===== config.mk =====
export PLATFORM = sky130hd
export DESIGN_NAME = adderTree
export DESIGN_NICKNAME = d
export VERILOG_FILES = /design/src/hw/signDotPkg.sv /design/src/hw/adderTree.sv /design/src/hw/fixAdd.sv
export VERILOG_INCLUDE_DIRS = /design/src /design/src/hw
export SDC_FILE = /design/constraint.sdc
export NUM_CORES = 1
export LEC_CHECK = 0
export BUFFER_PORTS_ARGS = -buffer_cell sky130_fd_sc_hd__buf_2
export CORE_UTILIZATION = 55
export CTS_BUF_LIST = sky130_fd_sc_hd__clkbuf_2 sky130_fd_sc_hd__clkbuf_4 sky130_fd_sc_hd__clkbuf_8
export DETAILED_ROUTE_END_ITERATION = 8
export PLACE_DENSITY = 0.9
export SLEW_MARGIN = 20
export SYNTH_ARGS = -nofsm -noshare
export SYNTH_HDL_FRONTEND = slang
export SYNTH_HIERARCHICAL = 1
export SYNTH_SLANG_ARGS = --single-unit

===== constraint.sdc =====
create_clock -name clk -period 0.8 [get_ports clk]
set_clock_uncertainty 0.15 [all_clocks]
set_input_delay 0.08 -clock clk [delete_from_list [all_inputs] [get_ports clk]]
set_output_delay 0.08 -clock clk [all_outputs]
set_load 0.02 [all_outputs]

===== src/hw/signDot_params.svh =====
`ifndef SIGNDOT_PARAMS_SVH
`define SIGNDOT_PARAMS_SVH

// Fixed-point format, sign bit included in the width
`define FIX_INT          8
`define FIX_FRAC         7
`define FIX_WIDTH        (`FIX_INT + `FIX_FRAC + 1)
`define GUARD_BITS       2

// Sign bits per table and table grouping
`define LUT_SIZE         4
`define COEF_COUNT       16
`define GROUPS_PER_STEP  2
`define STEP_COUNT       (`COEF_COUNT / (`LUT_SIZE * `GROUPS_PER_STEP))

// Derived widths for step counters and tree depth
`define STEP_BITS        ((`STEP_COUNT > 1) ? $clog2(`STEP_COUNT) : 1)
`define TREE_LAYERS      $clog2(`GROUPS_PER_STEP)

`endif


===== src/hw/signDotPkg.sv =====
`default_nettype none

`include "signDot_params.svh"

package signDotPkg;

    // Coefficients, group sums, tree sums and result
    typedef logic signed [`FIX_WIDTH-1:0] fixWord_t;

    // Table entry with headroom for a full group sum
    typedef logic signed [`FIX_WIDTH+`GUARD_BITS-1:0] lutEntry_t;

    typedef logic [$clog2(`COEF_COUNT)-1:0] coefIndex_t;

endpackage

`default_nettype wire


===== src/hw/adderTree.sv =====
`timescale 1ns/100ps
`default_nettype none

`include "signDot_params.svh"

module adderTree import signDotPkg::*; (
    input  logic     clk,
    input  logic     rstPulse,
    input  fixWord_t groupSums [`GROUPS_PER_STEP],
    output fixWord_t treeSum
);
    localparam int Inputs = `GROUPS_PER_STEP;
    localparam int Layers = `TREE_LAYERS;

    // Node count on a given layer, layer 0 being the inputs
    function automatic int nodeCount(int layer);
        int n;
        n = Inputs;
        for (int i = 0; i < layer; i++) begin
            n = (n + 1) / 2;
        end
        return n;
    endfunction

    fixWord_t node [Layers+1][Inputs];

    for (genvar k = 0; k < Inputs; k++) begin : gInput
        assign node[0][k] = groupSums[k];
    end

    for (genvar l = 0; l < Layers; l++) begin : gLayer
        for (genvar k = 0; k < nodeCount(l + 1); k++) begin : gNode
            if (2 * k + 1 < nodeCount(l)) begin : gAdd
                fixAdd pairAdd (
                    .clk      (clk),
                    .rstPulse (rstPulse),
                    .addendA  (node[l][2*k]),
                    .addendB  (node[l][2*k+1]),
                    .sum      (node[l+1][k])
                );
            end else begin : gPass
                // Odd node waits a cycle to stay in step with its layer
                always_ff @(posedge clk or posedge rstPulse) begin
                    if (rstPulse) begin
                        node[l+1][k] <= '0;
                    end else begin
                        node[l+1][k] <= node[l][2*k];
                    end
                end
            end
        end
    end

    assign treeSum = node[Layers][0];

endmodule

`default_nettype wire


===== src/hw/fixAdd.sv =====
`timescale 1ns/100ps
`default_nettype none

module fixAdd import signDotPkg::*; (
    input  logic     clk,
    input  logic     rstPulse,
    input  fixWord_t addendA,
    input  fixWord_t addendB,
    output fixWord_t sum
);
    localparam int W = $bits(fixWord_t);

    logic signed [W:0] wide;
    fixWord_t          clamped;

    // One extra bit catches the carry out of the sign
    assign wide = addendA + addendB;

    always_comb begin
        if (wide[W] == wide[W-1]) begin
            clamped = wide[W-1:0];
        end else if (wide[W]) begin
            clamped = {1'b1, {(W-1){1'b0}}};
        end else begin
            clamped = {1'b0, {(W-1){1'b1}}};
        end
    end

    always_ff @(posedge clk or posedge rstPulse) begin
        if (rstPulse) begin
            sum <= '0;
        end else begin
            sum <= clamped;
        end
    end

endmodule

`default_nettype wire


# After elaboration in Yosys (flattened, before gate mapping)
# Index checks and enable logic that the tools add are counted.
# op_classes
addsub	1
eq_ne	1
mux	2
# op_table
operator	count
2-to-1 mux 16 bit	2
adder 16 x 16 -> 17 bit	1
equality test 1 bit	1
# totals
reg_bits	16
input_bits	34
out_inout_bits	16

# Longest topological paths before layout
# logic_depth
depth_word	3
depth_mapped	12
ltp_nobuf	10

# Least setup slack after synthesis
# Ideal clock, no wire load.
# synth_path
path_kind	input to register
from	input groupSums[16] in the netlist's numbering
to	register gLayer[0].gNode[0].gAdd.pairAdd.sum[8]
setup_ns	0.079
arrival_time_ns	2.098
required_ns	0.571
path_slack_ns	-1.527
cell_stages	12
path_cell_list	ha_1 > inv_1 > fa_1 > nand2b_1 > a21oi_2 > o211a_4 > o211ai_4 > and2_4 > buf_6 > buf_8 > maj3_2 > mux2i_1
# synth_via
elab_chain_len	3
elab_cells_between_ends	4
# synth_lines
item	line	text
start: declaration	adderTree.sv:9	input fixWord_t groupSums [`GROUPS_PER_STEP],
adder 16 x 16 -> 17 bit (*)	fixAdd.sv:17	assign wide = addendA + addendB;
2-to-1 mux 16 bit / equality test 1 bit (equally long branches)	fixAdd.sv:22, fixAdd.sv:20	
2-to-1 mux 16 bit (*)	fixAdd.sv:20	if (wide[W] == wide[W-1]) begin
named net gLayer[0].gNode[0].gAdd.pairAdd.clamped[8]	fixAdd.sv:14	fixWord_t clamped;
end signal: assignment	fixAdd.sv:33	sum <= clamped;
end: declaration	fixAdd.sv:9	output fixWord_t sum
# The timed path passes the listed nets; every way through them passes the cells marked *.

# Worst setup path after layout
# layout_path
from	input groupSums[0] in the netlist's numbering
to	register gLayer[0].gNode[0].gAdd.pairAdd.sum[4]
# Same word-level chain as after synthesis.

==> reports/summary.md <==
### Run status
* **result of the run** complete, but fails checks
* **violations in the final reports** negative setup slack

### Logic synthesis
* **library cells used by synthesis** 54
* **Syn. warnings** 6
* **top cells by area, synth** dfrtp_1 23%, ha_1 11%, maj3_1 7.9%, mux2i_1 4.0%, nand2_1 3.8%
* **Synth area leader** dfrtp_1
* **area share of the leading cell type in the synthesized netlist** 0.226
* **portion of the post-synthesis area used by sequential elements** 0.226
* **fraction of registers with async set or reset after synthesis** 1.00
* **synthesized instance count** 202
* **synthesized cell area** 1770 um2
* **number of flops mapped to enable cells by yosys** 0
* **Primary FF master, synth** dfrtp_1
* **synthesized area per cell** 8.76 um2
* **FF+latch count, synth** 16
* **number of nets produced by synthesis** 253

### Timing
* **Slew @ Worst Pin** 433 ps
* **setup repair after global routing missed its margin** yes
* **Post-Route Setup TNS** -23680 ps
* **pins over their slew limit** 0
* **worst slew margin relative to its limit** 0.710
* **number of hold violations in the final report** 0
* **final clock period utilization by the worst path** 2.67
* **FMAX** 468 MHz
* **shortest period the worst path allows** 2140 ps
* **setup slack of the critical path after layout** -1340 ps
* **Setup-failing EPs final** 32

### Placed design
* **count of port buffers added during placement** 49
* **global placement routability congestion** 0.847
* **dpl hpwl** 3560 um

### Global route
* **global route overflow** 0
* **number of antenna violations at the first check in global routing** 0
* **wire length of the first global-routing pass** 10000 um
* **met3 Track Usage GR** 0.0505
* **GR Util All Layers** 0.388
* **vias in the first global route** 2188
* **maximum number of pins on one net before global-route repair** 21
* **Top Usage Layer GRT** met2
* **fraction of met2 tracks used by global routing** 0.729
* **GR met1 Demand/Resource** 0.405

### Final layout
* **count of antenna diodes in the layout** 0
* **area growth from synthesis to layout** 63.4%
* **leading cell types in the layout, fill and taps excluded** 44 x buf_4, 29 x buf_2, 23 x buf_6, 16 x nand2_1, 16 x dfrtp_1
* **register area** 400 um2
* **area of the multi-input gates** 1570 um2
* **final core utilization** 0.947
* **register with the most flip-flops** gLayer.gNode.gAdd.pairAdd/sum
* **number of nets in the final layout** 349
* **commonest non-fill, non-tap cell in the layout** buf_4
* **Filler Cell Count** 91
* **share of post-route cells with drive strength above 1** 0.571
* **Largest register FFs** 16
* **registers with the most flip-flops** gLayer.gNode.gAdd.pairAdd/sum (16)

### Critical path
* **Worst setup SP type** primary input
* **number of buffer and inverter instances along the worst setup path** 4
* **crit path kind** primary input to flip-flop
* **CP required** 830 ps
* **crit path capture type** flip-flop
* **crit path cell chain** buf_6 > ha_4 > buf_4 > a211oi_4 > nor3_2 > o2111ai_2 > a31oi_2 > buf_12 > buf_4 > nor2_4 > a211oi_2 > a31o_2
* **Most Frequent Cell on Critical Path** buf_4
* **worst-path fanout max** 7
* **critical path arrival** 2160 ps
* **worst stage delay on the critical path** 330 ps
* **delay-heaviest family, CP** compound AO/OA/AOI/OAI gates
* **cell with the largest stage delay on the worst path** a211oi_4

### Routing
* **number of iterations in the first detailed-routing pass** 5
* **Post-DRT Antenna Nets** 0
* **DRC violations left** 0
* **total length of routed wires** 7840 um
* **Initial DRC Count** 243
* **number of vias after detailed routing** 2344
* **average wire length per cell after detail routing** 23.0 um
* **via/cell ratio** 6.89

### Clocking
* **H-tree level count** 1
* **clock sinks** 16
* **Reg clk slew, reported paths** 80 ps
* **clock tree from TritonCTS** yes
* **Num CTS Buffers** 3
* **clock tree buffer depth** 2
* **Root Driver** clkbuf_4

### Floorplan
* **cell row count** 20
* **Ports** 50
* **overall die height** 58.7 um
* **Die Footprint** 3450 um2
* **placeable core region** 3050 um2
* **Initial Utilization** 0.580
* **horizontal extent of the die** 58.7 um

### Job
* **MaxCap Viol Count** 0

### Power
* **standby leakage power** 1.29 nW
* **Internal Dissipation** 2.74 mW
* **power share of the combinational group** 0.680
* **areal power density over the cells** 1640 nW/um2
* **share of total power in the clock network** 0.084
* **Net Switching** 2.01 mW
* **VDD IR-drop max** 718 uV
* **switching share of power** 0.424
* **part of the power in registers** 0.235

### Hold path
* **worst min path class** primary input to flip-flop

-- final cells by class --
type	instances	area share
clock buffer	3	0.00779
inverter	11	0.0143
multi-input combinational	166	0.542
sequential	16	0.138
tap	44	0.0190
timing repair buffer	100	0.278
-- power groups by stage --
stage | clock, mW | combinational, mW | sequential (mW)
2_1_floorplan | 0 | 1.28 | 1.33
3_3_place_gp | 0 | 2.24 | 1.05
3_5_place_dp | 0 | 2.32 | 1.05
5_1_grt | 0.423 | 3.39 | 1.15
6_report | 0.400 | 3.23 | 1.12
4_1_cts | 0.405 | 2.83 | 1.09
-- final timing paths --
kind	startpoint	depth (start not counted)	slack, ps	to
worst max-delay path	groupSums[0]	12	-1340	gLayer[0].gNode[0].gAdd.pairAdd/sum[4]
worst min-delay path	groupSums[31]	4	190	gLayer[0].gNode[0].gAdd.pairAdd/sum[0]
max in group asynchronous	rstPulse	4	110	gLayer[0].gNode[0].gAdd.pairAdd/sum[2]
min in group asynchronous	rstPulse	4	210	gLayer[0].gNode[0].gAdd.pairAdd/sum[4]
-- synth_stat cells (5+ instances only) --
cell and instances:
a211oi_1 5, a21oi_1 13, dfrtp_1 16, ha_1 16
inv_1 11, maj3_1 14, mux2i_1 7, nand2_1 18
nor2_1 11, o211ai_1 5, o21ai_0 11, xor2_1 7
-- through the flow --
step | total power, mW | area, um2 | std cells | hold slack [ps] | worst slack [ps]
2_1_floorplan | 2.61 | 1890 | 202 | -156 | -1370
3_3_place_gp | 3.29 | 2450 | 327 | -72.3 | -1500
3_5_place_dp | 3.38 | 2450 | 327 | -67.0 | -1530
4_1_cts | 4.33 | 2820 | 338 | 142 | -1140
5_1_grt | 4.96 | 2890 | 340 | 216 | -1390
6_report | 4.75 | 2890 | 340 | 187 | -1340
-- layer usage --
| metal | vias to the layer above | part of all wire |
|---|---|---|
| met5 | - | 0 |
| met2 | 249 | 0.48 |
| met1 | 1049 | 0.32 |
| li1 | 945 | - |
| met3 | 101 | 0.096 |
| met4 | 0 | 0.10 |
-- cells by family after synthesis --
logic type                 synth area share
AOI/OAI and AO/OA                     0.255
and+or+nand+nor                       0.136
adders and majority gates             0.229
buffers and inverters                0.0580
DFF                                   0.226
xor gates and xnor gates             0.0495
muxes                                0.0460
-- timing repair --
action	in CTS	in global routing
hold buffers	1	0
setup endpoints to repair	32	32
resized for setup	68	17
pin swaps	25	11
hold endpoints to repair	16	0
gates cloned	1	0
setup buffers	6	2
No activity file was read; power rests on OpenSTA's default activity.
