--- src/hw/signDot_params.svh ---
`ifndef SIGNDOT_PARAMS_SVH
`define SIGNDOT_PARAMS_SVH

// Fixed-point format, sign bit included in the width
`define FIX_INT          8
`define FIX_FRAC         7
`define FIX_WIDTH        (`FIX_INT + `FIX_FRAC + 1)
`define GUARD_BITS       2

// Sign bits per table and table grouping
`define LUT_SIZE         4
`define COEF_COUNT       16
`define GROUPS_PER_STEP  2
`define STEP_COUNT       (`COEF_COUNT / (`LUT_SIZE * `GROUPS_PER_STEP))

// Derived widths for step counters and tree depth
`define STEP_BITS        ((`STEP_COUNT > 1) ? $clog2(`STEP_COUNT) : 1)
`define TREE_LAYERS      $clog2(`GROUPS_PER_STEP)

`endif

--- src/hw/signDotPkg.sv ---
`default_nettype none

`include "signDot_params.svh"

package signDotPkg;

    // Coefficients, group sums, tree sums and result
    typedef logic signed [`FIX_WIDTH-1:0] fixWord_t;

    // Table entry with headroom for a full group sum
    typedef logic signed [`FIX_WIDTH+`GUARD_BITS-1:0] lutEntry_t;

    typedef logic [$clog2(`COEF_COUNT)-1:0] coefIndex_t;

endpackage

`default_nettype wire

--- src/hw/signLut.sv ---
`timescale 1ns/100ps
`default_nettype none

`include "signDot_params.svh"

module signLut import signDotPkg::*; (
    input  logic                         clk,
    input  logic                         rstPulse,
    input  logic                         lutWrite,
    input  logic [$clog2(`LUT_SIZE)-1:0] coefSlot,
    input  fixWord_t                     coefData,
    input  logic [`LUT_SIZE-1:0]         groupSel,
    output fixWord_t                     groupSum
);
    localparam int Entries = 2 ** `LUT_SIZE;
    localparam int EntryWidth = $bits(lutEntry_t);

    fixWord_t  coefs [`LUT_SIZE];
    lutEntry_t signTable [Entries];
    lutEntry_t delta;
    lutEntry_t entry;
    logic      fits;
    logic      wrapped;

    // Change of the written coefficient in entry format
    assign delta = lutEntry_t'(coefData) - lutEntry_t'(coefs[coefSlot]);

    // Each entry moves by +delta or -delta depending on its bit for the slot
    always_ff @(posedge clk or posedge rstPulse) begin
        if (rstPulse) begin
            for (int s = 0; s < `LUT_SIZE; s++) begin
                coefs[s] <= '0;
            end
            for (int i = 0; i < Entries; i++) begin
                signTable[i] <= '0;
            end
        end else if (lutWrite) begin
            coefs[coefSlot] <= coefData;
            for (int i = 0; i < Entries; i++) begin
                if (i[coefSlot]) begin
                    signTable[i] <= signTable[i] + delta;
                end else begin
                    signTable[i] <= signTable[i] - delta;
                end
            end
        end
    end

    assign entry = signTable[groupSel];

    assign fits = (entry[EntryWidth-1:`FIX_WIDTH-1] == '0) ||
                  (entry[EntryWidth-1:`FIX_WIDTH-1] == '1);

    // Entry 0 reaches the bottom code only by wrapping from minus four minimums
    assign wrapped = (groupSel == '0) &&
                     (entry == {1'b1, {(EntryWidth-1){1'b0}}});

    always_comb begin
        if (fits) begin
            groupSum = entry[`FIX_WIDTH-1:0];
        end else if (entry[EntryWidth-1] && !wrapped) begin
            groupSum = {1'b1, {(`FIX_WIDTH-1){1'b0}}};
        end else begin
            groupSum = {1'b0, {(`FIX_WIDTH-1){1'b1}}};
        end
    end

endmodule

`default_nettype wire

--- config.mk ---
export PLATFORM = sky130hd
export DESIGN_NAME = signLut
export DESIGN_NICKNAME = d
export VERILOG_FILES = /design/src/hw/signDotPkg.sv /design/src/hw/signLut.sv
export VERILOG_INCLUDE_DIRS = /design/src /design/src/hw
export SDC_FILE = /design/constraint.sdc
export NUM_CORES = 2
export LEC_CHECK = 0
export ABC_AREA = 0
export ABC_CLOCK_PERIOD_IN_PS = 22900
export BUFFER_PORTS_ARGS = -buffer_cell sky130_fd_sc_hd__buf_2
export CAP_MARGIN = 20
export CORE_ASPECT_RATIO = 2
export CORE_MARGIN = 2
export CORE_UTILIZATION = 65
export DETAILED_ROUTE_END_ITERATION = 10
export PLACE_DENSITY = 0.82
export SYNTH_ARGS = -nofsm -noshare
export SYNTH_HDL_FRONTEND = slang
export SYNTH_SLANG_ARGS = --single-unit
export TNS_END_PERCENT = 20
--- constraint.sdc ---
create_clock -name clk -period 22.9 [get_ports clk]
set_clock_uncertainty 0.2 [all_clocks]
set_input_delay 1.145 -clock clk [delete_from_list [all_inputs] [get_ports clk]]
set_output_delay 1.145 -clock clk [all_outputs]
set_load 0.01 [all_outputs]
## Yosys cells after proc, flatten, opt, wreduce, memory -nomap -nowiden

Cells that the tools add are included.

- Shift operators: 0
- $add $sub $neg: 33
- Multiplexer cells: 59
- Multipliers: 0
- $lt $le $gt $ge: 4
- Bitwise gates (word level): 2
- Eq/ne operators: 2
- Divide/modulo/power cells: 0
- Reductions and logical operators: 7

Operators by type and width:

| cell | number |
|---|---|
| $mux W18 | 18 |
| $add A18 B17 Y18 | 16 |
| $sub A18 B17 Y18 | 16 |
| $mux W16 | 5 |
| $bmux W18 S4 | 1 |
| $bwmux W64 | 1 |
| $bmux W1 S2 | 16 |
| $bmux W16 S2 | 1 |
| $demux W16 S2 | 1 |
| $eq A18 B18 Y1 const B | 1 |
| $sub A16 B16 Y17 | 1 |
| $mux W1 | 16 |
| $lt A2 B6 Y1 const B | 1 |
| $ge A5 B5 Y1 const B | 1 |
| $not A4 Y5 | 1 |
| $logic_not A4 Y1 | 1 |
| $eq A3 B3 Y1 const B | 1 |
| $ge A3 B3 Y1 const B | 1 |
| $logic_and A1 B1 Y1 | 3 |
| $logic_not A3 Y1 | 1 |
| $lt A3 B1 Y1 const B | 1 |
| $not A2 Y3 | 1 |
| $logic_not A1 Y1 | 1 |
| $logic_or A1 B1 Y1 | 1 |

- Output and inout bits: 16
- Flip-flop bits (word level): 352
- Word-level logic and storage cells: 127
- Memories: 0
- Memory bits (read-only): 0
- Bits in latches: 0
- Bits of input ports: 25
- Memory bits (writable): 0

## Logic depth before layout (Yosys ltp)

- Word-level depth: 10
- Depth in mapped cells: 29
- Mapped depth without buffers: 24

## Worst setup path before layout

No wires, ideal clock.

- Path kind: in2reg
- Start: input coefSlot[0]
- End: register signTable[215] (netlist bit)
- Data required time: 22.627 ns
- Setup slack: 14.187 ns
- Data arrival time: 8.440 ns
- Buffers on the path: 4
- Setup time: 0.073 ns
- Cell stages on the path: 26
- Cells stage by stage: buf_1 buf_1 mux4_2 ha_1 inv_1 fa_1 clkbuf_1 clkinv_1 ha_1 nand2_1 nor4b_2 or4b_1 or4_1 buf_2 nor3_1 nor2_1 xor2_1 ha_1 inv_1 nor2_1 nor2_1 nor2_1 a2111oi_0 nor3_1 or4_1 nand3_1

- Word-level cells in the longest chain between the ends: 7
- Elaborated cells on any way between the ends: 10

Ends and longest elaborated chain:

| what | RTL line | RTL |
|---|---|---|
| start: declaration | signLut.sv:10 | `` input logic [$clog2(`LUT_SIZE)-1:0] coefSlot, `` |
| $not A2 Y3 (not written as such) | signLut.sv:26 | `assign delta = lutEntry_t'(coefData) - lutEntry_t'(coefs[coefSlot]);` |
| $bmux W16 S2 | signLut.sv:26 |  |
| $mux W16 (not written as such) (2 in series) | signLut.sv:26 |  |
| $sub A16 B16 Y17 | signLut.sv:26 |  |
| $sub A18 B17 Y18 or $add A18 B17 Y18 (tied branches) | signLut.sv:43, signLut.sv:41 |  |
| $mux W18 * | signLut.sv:40 | `if (i[coefSlot]) begin` |
| end signal: indexed assignment | signLut.sv:41 | `signTable[i] <= signTable[i] + delta;` |
| end signal: indexed assignment | signLut.sv:43 | `signTable[i] <= signTable[i] - delta;` |
| end: declaration | signLut.sv:19 | `lutEntry_t signTable [Entries];` |

Mark *: on every way between the ends. The rest lies on a longest branch, timed or not. The select of a mux whose other input is x is not followed.
A chain may end at the register's enable or synchronous reset.

## Worst setup path after layout

- Start: input coefSlot[0]
- End: register signTable[53] (netlist bit)

Same word-level chain as after synthesis.

==> results.json <==
{
  "status": "completed",
  "finalCriticalPeriod_ps": 9750,
  "core_sq_um": 49900,
  "io_pins": 41,
  "cts_tree": "built",
  "die_h_um": 321,
  "initial_core_util": 0.656,
  "grt_use_total": 0.411,
  "critPathMaxFanout": 17,
  "fin_setup_tns_ps": 0,
  "syn2layout_area_growth_pct": 6.71,
  "cp-endpoint": "signTable[53]$_DFFE_PP0P_",
  "rows": 116,
  "clock_latency_ps": 570,
  "syn-num-nets": 3851,
  "netlist_area_sq_um": 32700,
  "htree_levels": 2,
  "cts.reportedPaths.clkPinSlew_ps": 70,
  "antenna_found_initial": 2,
  "clockBufferDepth": 3,
  "rsz0062_at_grt": "false",
  "cts_setup_buffers": 0,
  "syn_area_per_cell_sq_um": 9.32,
  "finalCritPeriodShare": 0.426,
  "timing.final.max_slew_violations": 0,
  "drt_iter0_drc": 2509,
  "fmax_ghz": 0.103,
  "synth-edff-count": 0,
  "finish.net_count": 3805,
  "cts_resized": 0,
  "drive_gt1_frac": 0.157,
  "post-dp-hpwl_um": 77200,
  "path_class": "primary input to register",
  "die_w_um": 163,
  "hp-class": "register to register",
  "ys_types": 80,
  "max_cap_violations": 0,
  "r2r-end": "signTable[53]$_DFFE_PP0P_",
  "ys_seq_elements": 352,
  "vias_per_cell": 7.02,
  "yosysTopAreaCellShare": 0.269,
  "io_buffers": 40,
  "worstPathRequired_ps": 23110,
  "die_area_sq_um": 52300,
  "grt-ovfl-total": 0,
  "cp_slowest_cell": "or4b_1",
  "wl_per_cell_um": 25.8,
  "final-hold-violation-count": 0,
  "rr_worst_depth": 19,
  "cts_buffers": 38,
  "yosysWarningCount": 0,
  "dr_total_vias": 29100,
  "grt_pass1_vias": 30100,
  "synth_top_flop_cell": "dfrtp_1",
  "grt_max_degree": 115,
  "worstPathArrival_ps": 9960,
  "start_kind": "primary input",
  "firstDrtPassIters": 9,
  "cp-end-kind": "register",
  "drtAntennaViolNets": 0,
  "yosysTopAreaCell": "dfrtp_1",
  "cts.sinks": 352,
  "netlist_instances": 3512,
  "grt_pass1_wl_um": 165000,
  "clockRootBuffer": "clkbuf_16",
  "worst_pin_slew_ps": 1170,
  "ys_seq_area_frac": 0.269,
  "slew-limit-headroom": 0.221,
  "ys_top_cells_by_area": "dfrtp_1 27%, ha_1 11%, mux2_2 8.8%",
  "crit_path_cell_trace": "buf_2 > mux4_2 > ha_1 > inv_1 > fa_1 > clkinv_1 > nand3_1 > nor3_2 > nand4b_1 > or4b_1 > or3_1 > nand2_1 > xnor2_1 > ha_1 > and3_1 > a2111oi_0 > a21oi_1 > mux2i_1 > a2111oi_0 > o2111ai_1",
  "timing.rr.start": "coefs[48]$_DFFE_PP0P_",
  "startpoint": "coefSlot[0]",
  "drc": 0,
  "slowest_delay_ps": 1200,
  "setup_viol": 0,
  "cts_hold_buf": 0,
  "wl_um": 107000,
  "async_reset_ff_frac": 1.00,
  "place.gp.congestion": 0.992,
  "rrSetupSlack_ps": 13890
}
placed cells by master, fill, tap and decap left out, types with 36 or more instances in the layout:
master,netlist,layout
dfrtp_1,352,352
nor2_1,317,317
ha_1,297,297
xnor2_1,279,277
nand2_1,262,262
mux2_2,257,257
a21oi_1,179,178
o21ai_0,156,156
xor2_1,136,132
inv_1,112,110
nor3_1,103,102
mux4_2,96,96
a21o_1,74,74
nand3_1,64,64
a211oi_1,62,61
o21bai_1,57,57
buf_4,0,45
clkbuf_16,0,42
o21a_1,39,39
buf_2,11,37
and3_1,36,36
area by class of cell:
type / count / area [sq um]
repair buffers: 89 / 613
multi-input cells: 2869 / 22900
clock inverters: 17 / 238
inverters: 116 / 445
fillers: 3786 / 15000
clock buffers: 51 / 1110
well taps: 649 / 812
flip-flops and latches: 352 / 8810
diodes: 1 / 2.50
synthesized netlist by cell type, drive strengths merged, types with 6 or more instances:
master   count
mux4        96
nor3b        7
buf         44
nand2b      25
nor3       105
nor2b       26
a2111oi      8
nand3b       6
or3         24
dfrtp      352
o21ai      158
o21a        39
a211o        8
a31o         8
o21bai      57
nand3       64
mux2       257
a21o        74
xor2       136
o41ai       26
fa          17
nand4b       8
a211oi      62
a21oi      179
nor2       317
nand2      262
o31ai       33
nor4b        8
o211ai      28
ha         297
xnor2      280
a31oi       29
nor4        10
a21boi       6
clkbuf     131
o311ai      15
or2         12
inv        113
nand4       21
and2        12
o2bb2ai     22
and3        36
or4         13
mux2i       26
metrics by stage:
| stage | instance area (sq um) | instances | hold slack (ps) | util | worst slack [ps] |
|---|---|---|---|---|---|
| floorplan | 32700 | 3512 | 240 | - | 11790 |
| global placement | 33500 | 4069 | 257 | 0.671 | 12910 |
| detailed placement | 33500 | 4069 | 265 | 0.671 | 12720 |
| CTS | 34900 | 4137 | 278 | 0.698 | 13280 |
| global route | 34900 | 4143 | 315 | 0.700 | 12680 |
| finish | 34900 | 4144 | 274 | 0.700 | 13150 |
state kept, by name, summed over array words and instances (netlist names):
name and cells:
signTable 288, coefs 64
worst max-delay path: cells and delay by family:
family | cells | cell delay [ps]
adder cells (fa/ha/maj) | 3 | 1200
multiplexers | 2 | 750
AND/OR/NAND/NOR | 7 | 4460
XOR/XNOR | 1 | 80
AO/OA/AOI/OAI | 4 | 1510
buffers and inverters | 3 | 770
per-layer routing:
metal  vias up  track usage  wire (um)
met1     14100        0.431      35500
li1      12700            -          -
met5         -            0         13
met4         2        0.441      14100
met3       680       0.0754       7550
met2      1597        0.659      49500
cell families (layout without fill, tap and decap cells):
family                   after synthesis  after routing  synth area share
AND/OR/NAND/NOR                      964            964             0.138
AO/OA/AOI/OAI                        796            796             0.162
XOR/XNOR                             416            416             0.111
multiplexers                         379            379             0.162
flip-flops                           352            352             0.269
adder cells (fa/ha/maj)              314            314             0.124
buffers and inverters                291            273            0.0340
other                                  0              1                 0
worst min path at each step:
stage                                   start                        end  slack, ps  depth (start not counted)
floorplan           signTable[17]$_DFFE_PP0P_  signTable[17]$_DFFE_PP0P_        240                          1
global placement         coefs[0]$_DFFE_PP0P_       coefs[0]$_DFFE_PP0P_        260                          2
detailed placement  signTable[17]$_DFFE_PP0P_  signTable[17]$_DFFE_PP0P_        270                          1
CTS                 signTable[17]$_DFFE_PP0P_  signTable[17]$_DFFE_PP0P_        280                          1
global route            coefs[28]$_DFFE_PP0P_      coefs[28]$_DFFE_PP0P_        310                          1
finish              signTable[17]$_DFFE_PP0P_  signTable[17]$_DFFE_PP0P_        270                          1
Power is not shown: default switching activity piles up to over one toggle a cycle in this logic, so the estimate is an artifact.
