$ cat src/hw/signDot_params.svh
`ifndef SIGNDOT_PARAMS_SVH
`define SIGNDOT_PARAMS_SVH

// Fixed-point format, sign bit included in the width
`define FIX_INT          8
`define FIX_FRAC         7
`define FIX_WIDTH        (`FIX_INT + `FIX_FRAC + 1)
`define GUARD_BITS       2

// Sign bits per table and table grouping
`define LUT_SIZE         4
`define COEF_COUNT       16
`define GROUPS_PER_STEP  2
`define STEP_COUNT       (`COEF_COUNT / (`LUT_SIZE * `GROUPS_PER_STEP))

// Derived widths for step counters and tree depth
`define STEP_BITS        ((`STEP_COUNT > 1) ? $clog2(`STEP_COUNT) : 1)
`define TREE_LAYERS      $clog2(`GROUPS_PER_STEP)

`endif

$ cat src/hw/signDotPkg.sv
`default_nettype none

`include "signDot_params.svh"

package signDotPkg;

    // Coefficients, group sums, tree sums and result
    typedef logic signed [`FIX_WIDTH-1:0] fixWord_t;

    // Table entry with headroom for a full group sum
    typedef logic signed [`FIX_WIDTH+`GUARD_BITS-1:0] lutEntry_t;

    typedef logic [$clog2(`COEF_COUNT)-1:0] coefIndex_t;

endpackage

`default_nettype wire

$ cat src/hw/cumulativeAcc.sv
`timescale 1ns/100ps
`default_nettype none

`include "signDot_params.svh"

module cumulativeAcc import signDotPkg::*; (
    input  logic                                      clk,
    input  logic                                      rstPulse,
    input  logic                                      startReq,
    input  logic [`COEF_COUNT-1:0]                    sel,
    output logic [`GROUPS_PER_STEP-1:0][`LUT_SIZE-1:0] groupSel,
    output logic [`STEP_BITS-1:0]                     lutBank,
    input  fixWord_t                                  treeSum,
    output logic                                      busy,
    output logic                                      doneAck,
    output fixWord_t                                  result
);
    localparam int StepBits = `STEP_BITS;
    localparam int TreeLat = `TREE_LAYERS;
    localparam int PipeLen = TreeLat + 1;
    localparam logic [StepBits-1:0] LastStep = StepBits'(`STEP_COUNT - 1);

    logic [`COEF_COUNT-1:0] selReg;
    logic                   accept;
    logic                   issuing;
    logic                   accDone;
    logic                   treeVld;
    logic [StepBits-1:0]    issueCnt;
    logic [StepBits-1:0]    arriveCnt;
    logic [PipeLen-1:0]     vldPipe;
    fixWord_t               accIn;
    fixWord_t               accSum;

    // New compute only after the previous return phase has closed
    assign accept = startReq && !doneAck && !busy;

    // Bit 0 marks a valid groupSel, the top bit a valid treeSum
    assign treeVld = vldPipe[TreeLat];

    always_ff @(posedge clk) begin
        if (accept) begin
            selReg <= sel;
        end
    end

    // Issue stage, one step per cycle
    always_ff @(posedge clk or posedge rstPulse) begin
        if (rstPulse) begin
            busy     <= 1'b0;
            issuing  <= 1'b0;
            issueCnt <= '0;
            groupSel <= '0;
            lutBank  <= '0;
            vldPipe  <= '0;
        end else begin
            vldPipe <= (vldPipe << 1) | PipeLen'(issuing);
            if (accept) begin
                busy     <= 1'b1;
                issuing  <= 1'b1;
                issueCnt <= '0;
            end else if (issuing) begin
                for (int g = 0; g < `GROUPS_PER_STEP; g++) begin
                    groupSel[g] <= selReg[(int'(issueCnt) * `GROUPS_PER_STEP + g) *
                                          `LUT_SIZE +: `LUT_SIZE];
                end
                lutBank <= issueCnt;
                if (issueCnt == LastStep) begin
                    issuing <= 1'b0;
                end else begin
                    issueCnt <= issueCnt + 1'b1;
                end
            end
            if (accDone) begin
                busy <= 1'b0;
            end
        end
    end

    // First step sum starts from zero
    assign accIn = (arriveCnt == '0) ? '0 : accSum;

    fixAdd stepAdd (
        .clk      (clk),
        .rstPulse (rstPulse),
        .addendA  (treeSum),
        .addendB  (accIn),
        .sum      (accSum)
    );

    // Count tree outputs, then publish and run the return phase
    always_ff @(posedge clk or posedge rstPulse) begin
        if (rstPulse) begin
            arriveCnt <= '0;
            accDone   <= 1'b0;
            doneAck   <= 1'b0;
            result    <= '0;
        end else begin
            accDone <= 1'b0;
            if (treeVld) begin
                if (arriveCnt == LastStep) begin
                    arriveCnt <= '0;
                    accDone   <= 1'b1;
                end else begin
                    arriveCnt <= arriveCnt + 1'b1;
                end
            end
            if (accDone) begin
                result  <= accSum;
                doneAck <= 1'b1;
            end else if (doneAck && !startReq) begin
                doneAck <= 1'b0;
            end
        end
    end

endmodule

`default_nettype wire

$ cat src/hw/fixAdd.sv
`timescale 1ns/100ps
`default_nettype none

module fixAdd import signDotPkg::*; (
    input  logic     clk,
    input  logic     rstPulse,
    input  fixWord_t addendA,
    input  fixWord_t addendB,
    output fixWord_t sum
);
    localparam int W = $bits(fixWord_t);

    logic signed [W:0] wide;
    fixWord_t          clamped;

    // One extra bit catches the carry out of the sign
    assign wide = addendA + addendB;

    always_comb begin
        if (wide[W] == wide[W-1]) begin
            clamped = wide[W-1:0];
        end else if (wide[W]) begin
            clamped = {1'b1, {(W-1){1'b0}}};
        end else begin
            clamped = {1'b0, {(W-1){1'b1}}};
        end
    end

    always_ff @(posedge clk or posedge rstPulse) begin
        if (rstPulse) begin
            sum <= '0;
        end else begin
            sum <= clamped;
        end
    end

endmodule

`default_nettype wire

$ cat config.mk
export PLATFORM = sky130hd
export DESIGN_NAME = cumulativeAcc
export DESIGN_NICKNAME = d
export VERILOG_FILES = /design/src/hw/signDotPkg.sv /design/src/hw/cumulativeAcc.sv /design/src/hw/fixAdd.sv
export VERILOG_INCLUDE_DIRS = /design/src /design/src/hw
export SDC_FILE = /design/constraint.sdc
export NUM_CORES = 1
export LEC_CHECK = 0
export ABC_AREA = 1
export BUFFER_PORTS_ARGS = -buffer_cell sky130_fd_sc_hd__buf_2
export CELL_PAD_IN_SITES_DETAIL_PLACEMENT = 2
export CELL_PAD_IN_SITES_GLOBAL_PLACEMENT = 2
export CORE_MARGIN = 8
export CORE_UTILIZATION = 35
export CTS_CLUSTER_SIZE = 24
export DETAILED_ROUTE_END_ITERATION = 8
export PLACE_DENSITY_LB_ADDON = 0.2
export SLEW_MARGIN = 10
export SYNTH_ARGS = -nofsm -noshare
export SYNTH_HDL_FRONTEND = slang
export SYNTH_SLANG_ARGS = --single-unit
$ cat constraint.sdc
create_clock -name clk -period 5.5 [get_ports clk]
set_clock_uncertainty 0.2 [all_clocks]
set_input_delay 0.275 -clock clk [delete_from_list [all_inputs] [get_ports clk]]
set_output_delay 0.275 -clock clk [all_outputs]
set_load 0.01 [all_outputs]
Word-level counts from Yosys, hierarchy flattened
Cells that the tools add are included.
- register bits after elaboration: 65
- logic and storage cells: 48
- input port bits: 35
- output and inout bits: 27
- add/sub/neg operators: 4
- bitwise gates (word level): 2
- equality and inequality tests: 1
- shift-type cells: 2
- multiplexer cells: 16
- reduce and logical (&&, ||, !) cells: 10
- operators by type and width (kind ; number):
    $mux 16 ; 3
    $add 16x16->17 ; 1
    $shiftx 16x5->4 ; 1
    $shiftx 16x6->4 ; 1
    $mux 1 ; 13
    $reduce_bool 2->1 ; 3
    $add 2x1->3 const B ; 1
    $logic_and 1x1->1 ; 3
    $logic_not 1->1 ; 3
    $add 1x1->1 const B ; 2
    $or 2x1->2 ; 1
    $reduce_and 2->1 ; 1
    $eq 1x1->1 ; 1
    $not 1->1 ; 1

Logic depth before layout (Yosys ltp)
- depth after elaboration: 5
- mapped depth: 19
- depth with buffers taken out: 17

Hierarchy
From an unflattened synthesis, not the netlist that was laid out.
- cells, all modules: 418
- area total of the unflattened synthesis: 3467.1 um^2
- by module, submodules not included (module ; cells each ; instances ; sequential area each (um^2) ; area an instance (um^2)):
    cumulativeAcc ; 207 ; 1 ; 1306.3 ; 1978.1
    fixAdd ; 211 ; 1 ; 400.4 ; 1488.9

Worst setup path after synthesis
Ideal clock, no wire load.
- kind: register to register
- start point: register doneAck
- end point: register groupSel[3] (netlist name)
- path slack: 2.691 ns
- stages on the path, launching flop included: 8
- required time: 5.159 ns
- data arrival time: 2.468 ns
- buffers on the path: 1
- library setup time: 0.141 ns
- period minus slack after synthesis: 2.809 ns
- cells stage by stage: dfrtp_1 nor3_1 inv_1 nand2_1 inv_1 clkbuf_1 nor2_1 a31oi_1
- longest elaborated chain between the ends: 5
- RTL lines (element ; line ; RTL):
    start, declared ; cumulativeAcc.sv:15 ; output logic doneAck,
    start signal, assigned ; cumulativeAcc.sv:95 ; doneAck <= 1'b0;
    start signal, assigned ; cumulativeAcc.sv:109 ; doneAck <= 1'b1;
    start signal, assigned ; cumulativeAcc.sv:111 ; doneAck <= 1'b0;
    $logic_not 1->1 ; cumulativeAcc.sv:35 ; assign accept = startReq && !doneAck && !busy;
    $logic_and 1x1->1 (2 in a row) ; cumulativeAcc.sv:35 ;
    via accept ; cumulativeAcc.sv:24 ; logic accept;
    $not 1->1 (no line) ; -- ;
    $reduce_and 2->1 (no line) ; -- ;
    end signal, assigned by index ; cumulativeAcc.sv:63 ; groupSel[g] <= selReg[(int'(issueCnt) * `GROUPS_PER_STEP + g) *
    end, declared ; cumulativeAcc.sv:11 ; output logic [`GROUPS_PER_STEP-1:0][`LUT_SIZE-1:0] groupSel,
The timed path passes the listed nets, and every way through them passes these cells.
A chain may end at the register's enable or synchronous reset.

Worst setup path after layout
- start point: register arriveCnt
- end point: register stepAdd.sum[4]
- longest elaborated chain between the ends: 4
- elaborated cells on any way between the ends: 5
- those cells by class: add/sub (1); eq/ne (1); mux (3)
- RTL lines (element ; line ; RTL):
    start, declared ; cumulativeAcc.sv:29 ; logic [StepBits-1:0] arriveCnt;
    start signal, assigned ; cumulativeAcc.sv:104 ; arriveCnt <= arriveCnt + 1'b1;
    $mux 16 * ; cumulativeAcc.sv:80 ; assign accIn = (arriveCnt == '0) ? '0 : accSum;
    $add 16x16->17 * ; fixAdd.sv:17 ; assign wide = addendA + addendB;
    $mux 16 / $eq 1x1->1 (equally long branches) ; fixAdd.sv:22, fixAdd.sv:20 ;
    $mux 16 * ; fixAdd.sv:20 ; if (wide[W] == wide[W-1]) begin
    via stepAdd.clamped[4] ; fixAdd.sv:14 ; fixWord_t clamped;
    end signal, assigned ; fixAdd.sv:33 ; sum <= clamped;
    end, declared ; fixAdd.sv:9 ; output fixWord_t sum
The timed path passes the listed nets; every way through them passes the cells marked *.

==> results.cfg <==
[outcome]
status = completed

[place]
port_buffers = 61
place_hpwl_um = 7860
pre_cts_slack_ps = 2540
dp.cells = 562
gp_congestion = 0.777
placed_area_um2 = 3690

[logic_synthesis]
yosysTopAreaCellShare = 0.374
ys_types = 26
syn_inst = 398
yosysMostFrequentCell = nand2_1
yosysSeqAreaShare = 0.521
synth_edf_count = 16
avgSynthCellArea_um2 = 8.24
async_flop_share = 0.754
synth_seq_cells = 65
syn_area_um2 = 3280
ys.flop_type = dfrtp_1
yosys-top-cells-count = 175 x nand2_1, 49 x dfrtp_1, 48 x inv_1, 22 x nor2_1
syn_nets = 450
yosysTopAreaCell = dfrtp_1
ys_top_cells_by_area = dfrtp_1 37%, nand2_1 20%, edfxtp_1 15%
ys_warn_count = 0

[global_routing]
grt_pass1_vias = 3361
grt_pass1_wl_um = 17500
met1_usage = 0.203
antenna_found_initial = 0
use_met2 = 0.315
busiest_layer = met2
grt_util_met3 = 0.0362
track_usage = 0.174
grt_max_degree = 50
grt_overflow = 0

[drt]
ant_nets = 0
drc_errors = 0
drt-initial-drc-count = 82
wirelength_um = 10400
drt_first_pass_iters = 4
vias = 2857
via_per_inst = 4.81
wire_per_inst_um = 17.5

[timing]
fin_ws_ps = 2590
period_needed_ps = 2910
hold_violations = 0
tightestPinTransition_ps = 1050
rsz0062_at_grt = false
slew_headroom = 0.300
finalSetupViolCount = 0
fmax_ghz = 0.343
finalCritPeriodShare = 0.530
fin_tns_setup_ps = 0
finalMaxSlewViolations = 0
timing.hold.ws_ps = 0.112

[critical_path]
path_cells = nand2_1 > inv_1 > ha_1 > nand2_1 > inv_1 > a21oi_1 > nand2_1 > nand2_1 > nand2_1 > nand2_1 > nand4_2 > nand2_1
cp_num_buf_inv = 2
path_class = reg2reg
path_max_fanout = 18
crit_family = simple AND/OR/NAND/NOR gates
end_kind = register
crit_path_frequent_cell = nand2_1
startpoint_type = register
slowest_delay_ps = 710
r2r_start = arriveCnt
arrival_ps = 2970
cp_slowest_cell = dfrtp_1
crit_start = arriveCnt
worst_ep_required_time_ps = 5550
r2r_slack_ps = 2590

[clock_network]
clock_path_buffers = 2
cts_resized = 0
numCtsBuffers = 9
clock_latency_ps = 340
post-cts-setup-buffers = 0
cts.htree.levels = 3
cts_hold_buf = 17
clk_pin_slew_worst_paths_ps = 70
cts_tree = built
clock-sinks = 65
root_buffer = clkbuf_8

[floorplan]
die-width_um = 113
coreArea_um2 = 9150
row_count = 35
die_h_um = 113
initial_utilization = 0.358
pin_count = 62
die_area_um2 = 12700

[final_layout]
fillerInstances = 1052
drive_gt1_frac = 0.166
multi_input_area_um2 = 1340
final_area_um2 = 4030
instances_no_fill = 594
fin_nets = 531
area_delta_synth_final_pct = 22.8
diodes = 0
final_util = 0.440
regArea_um2 = 1710

[run]
drv_cap = 0

[power]
power_mw = 2.62
p_per_area_nw_per_um2 = 651
p_leak_nw = 2.22
irDropWorstVdd_uv = 170

[hold_path]
hold_class = in2async
## metal layers
layer | routed length (um) | vias up
met5 | 0 | -
met4 | 109 | 0
met3 | 413 | 7
met2 | 5300 | 53
met1 | 4560 | 1399
li1 | - | 1398
## report_power, final
part | total, mW | switching, mW | internal, mW | leakage (nW)
combinational | 1.38 | 0.902 | 0.478 | 1.41
sequential | 0.882 | 0.162 | 0.720 | 0.722
clock | 0.359 | 0.172 | 0.187 | 0.0838
## cells in the final DEF, fill, tap and decap left out
cell / synthesis / layout
o21a_1: 1 / 1
xor2_1: 7 / 7
nand2_2: 4 / 4
fa_1: 1 / 1
dlygate4sd3_1: 0 / 17
o21ai_0: 2 / 2
and2_1: 1 / 1
nor3_1: 5 / 4
nor3_2: 0 / 1
xnor2_1: 3 / 3
clkbuf_8: 0 / 11
inv_1: 48 / 47
nand4_2: 1 / 1
o21bai_1: 3 / 3
nand2_1: 175 / 175
edfxtp_1: 16 / 16
dfrtp_1: 49 / 49
ha_1: 16 / 16
or2_1: 1 / 1
clkinv_1: 2 / 2
a31oi_1: 8 / 8
inv_2: 0 / 1
nand3_1: 9 / 9
nand4_1: 1 / 1
buf_2: 0 / 61
nor2_1: 22 / 22
buf_4: 1 / 1
a21oi_1: 12 / 12
nand3b_1: 2 / 2
clkbuf_1: 7 / 4
## cell families after synthesis
family | synth area share
AOI/OAI and AO/OA | 0.0458
xor gates and xnor gates | 0.0267
adders and majority gates | 0.0672
buffers and inverters | 0.0710
DFF | 0.521
and+or+nand+nor | 0.269
## path summary, 6_finish.rpt
path                              endpoint  cells past startpoint
min in group clk            stepAdd.sum[0]                      4
min reg2reg                     vldPipe[1]                      0
min                            groupSel[5]                      2
max reg2reg                 stepAdd.sum[4]                     12
max in group asynchronous  stepAdd.sum[14]                      2
max                         stepAdd.sum[4]                     12
## state kept, by name (all words and copies together) (netlist names)
register and flops:
vldPipe 2, arriveCnt 1, stepAdd.sum 16, selReg 16
lutBank 1, result 16, busy 1, doneAck 1
issuing 1, accDone 1, groupSel 8, issueCnt 1
## final cells by class
| cell class | count | area share |
|---|---|---|
| repair buffers | 79 | 0.120 |
| well taps | 111 | 0.0345 |
| inverters | 50 | 0.0466 |
| flip-flops and latches | 65 | 0.424 |
| multi-input cells | 274 | 0.334 |
| clock buffers | 15 | 0.0413 |
Note: power is estimated with default switching activity, not from simulation.
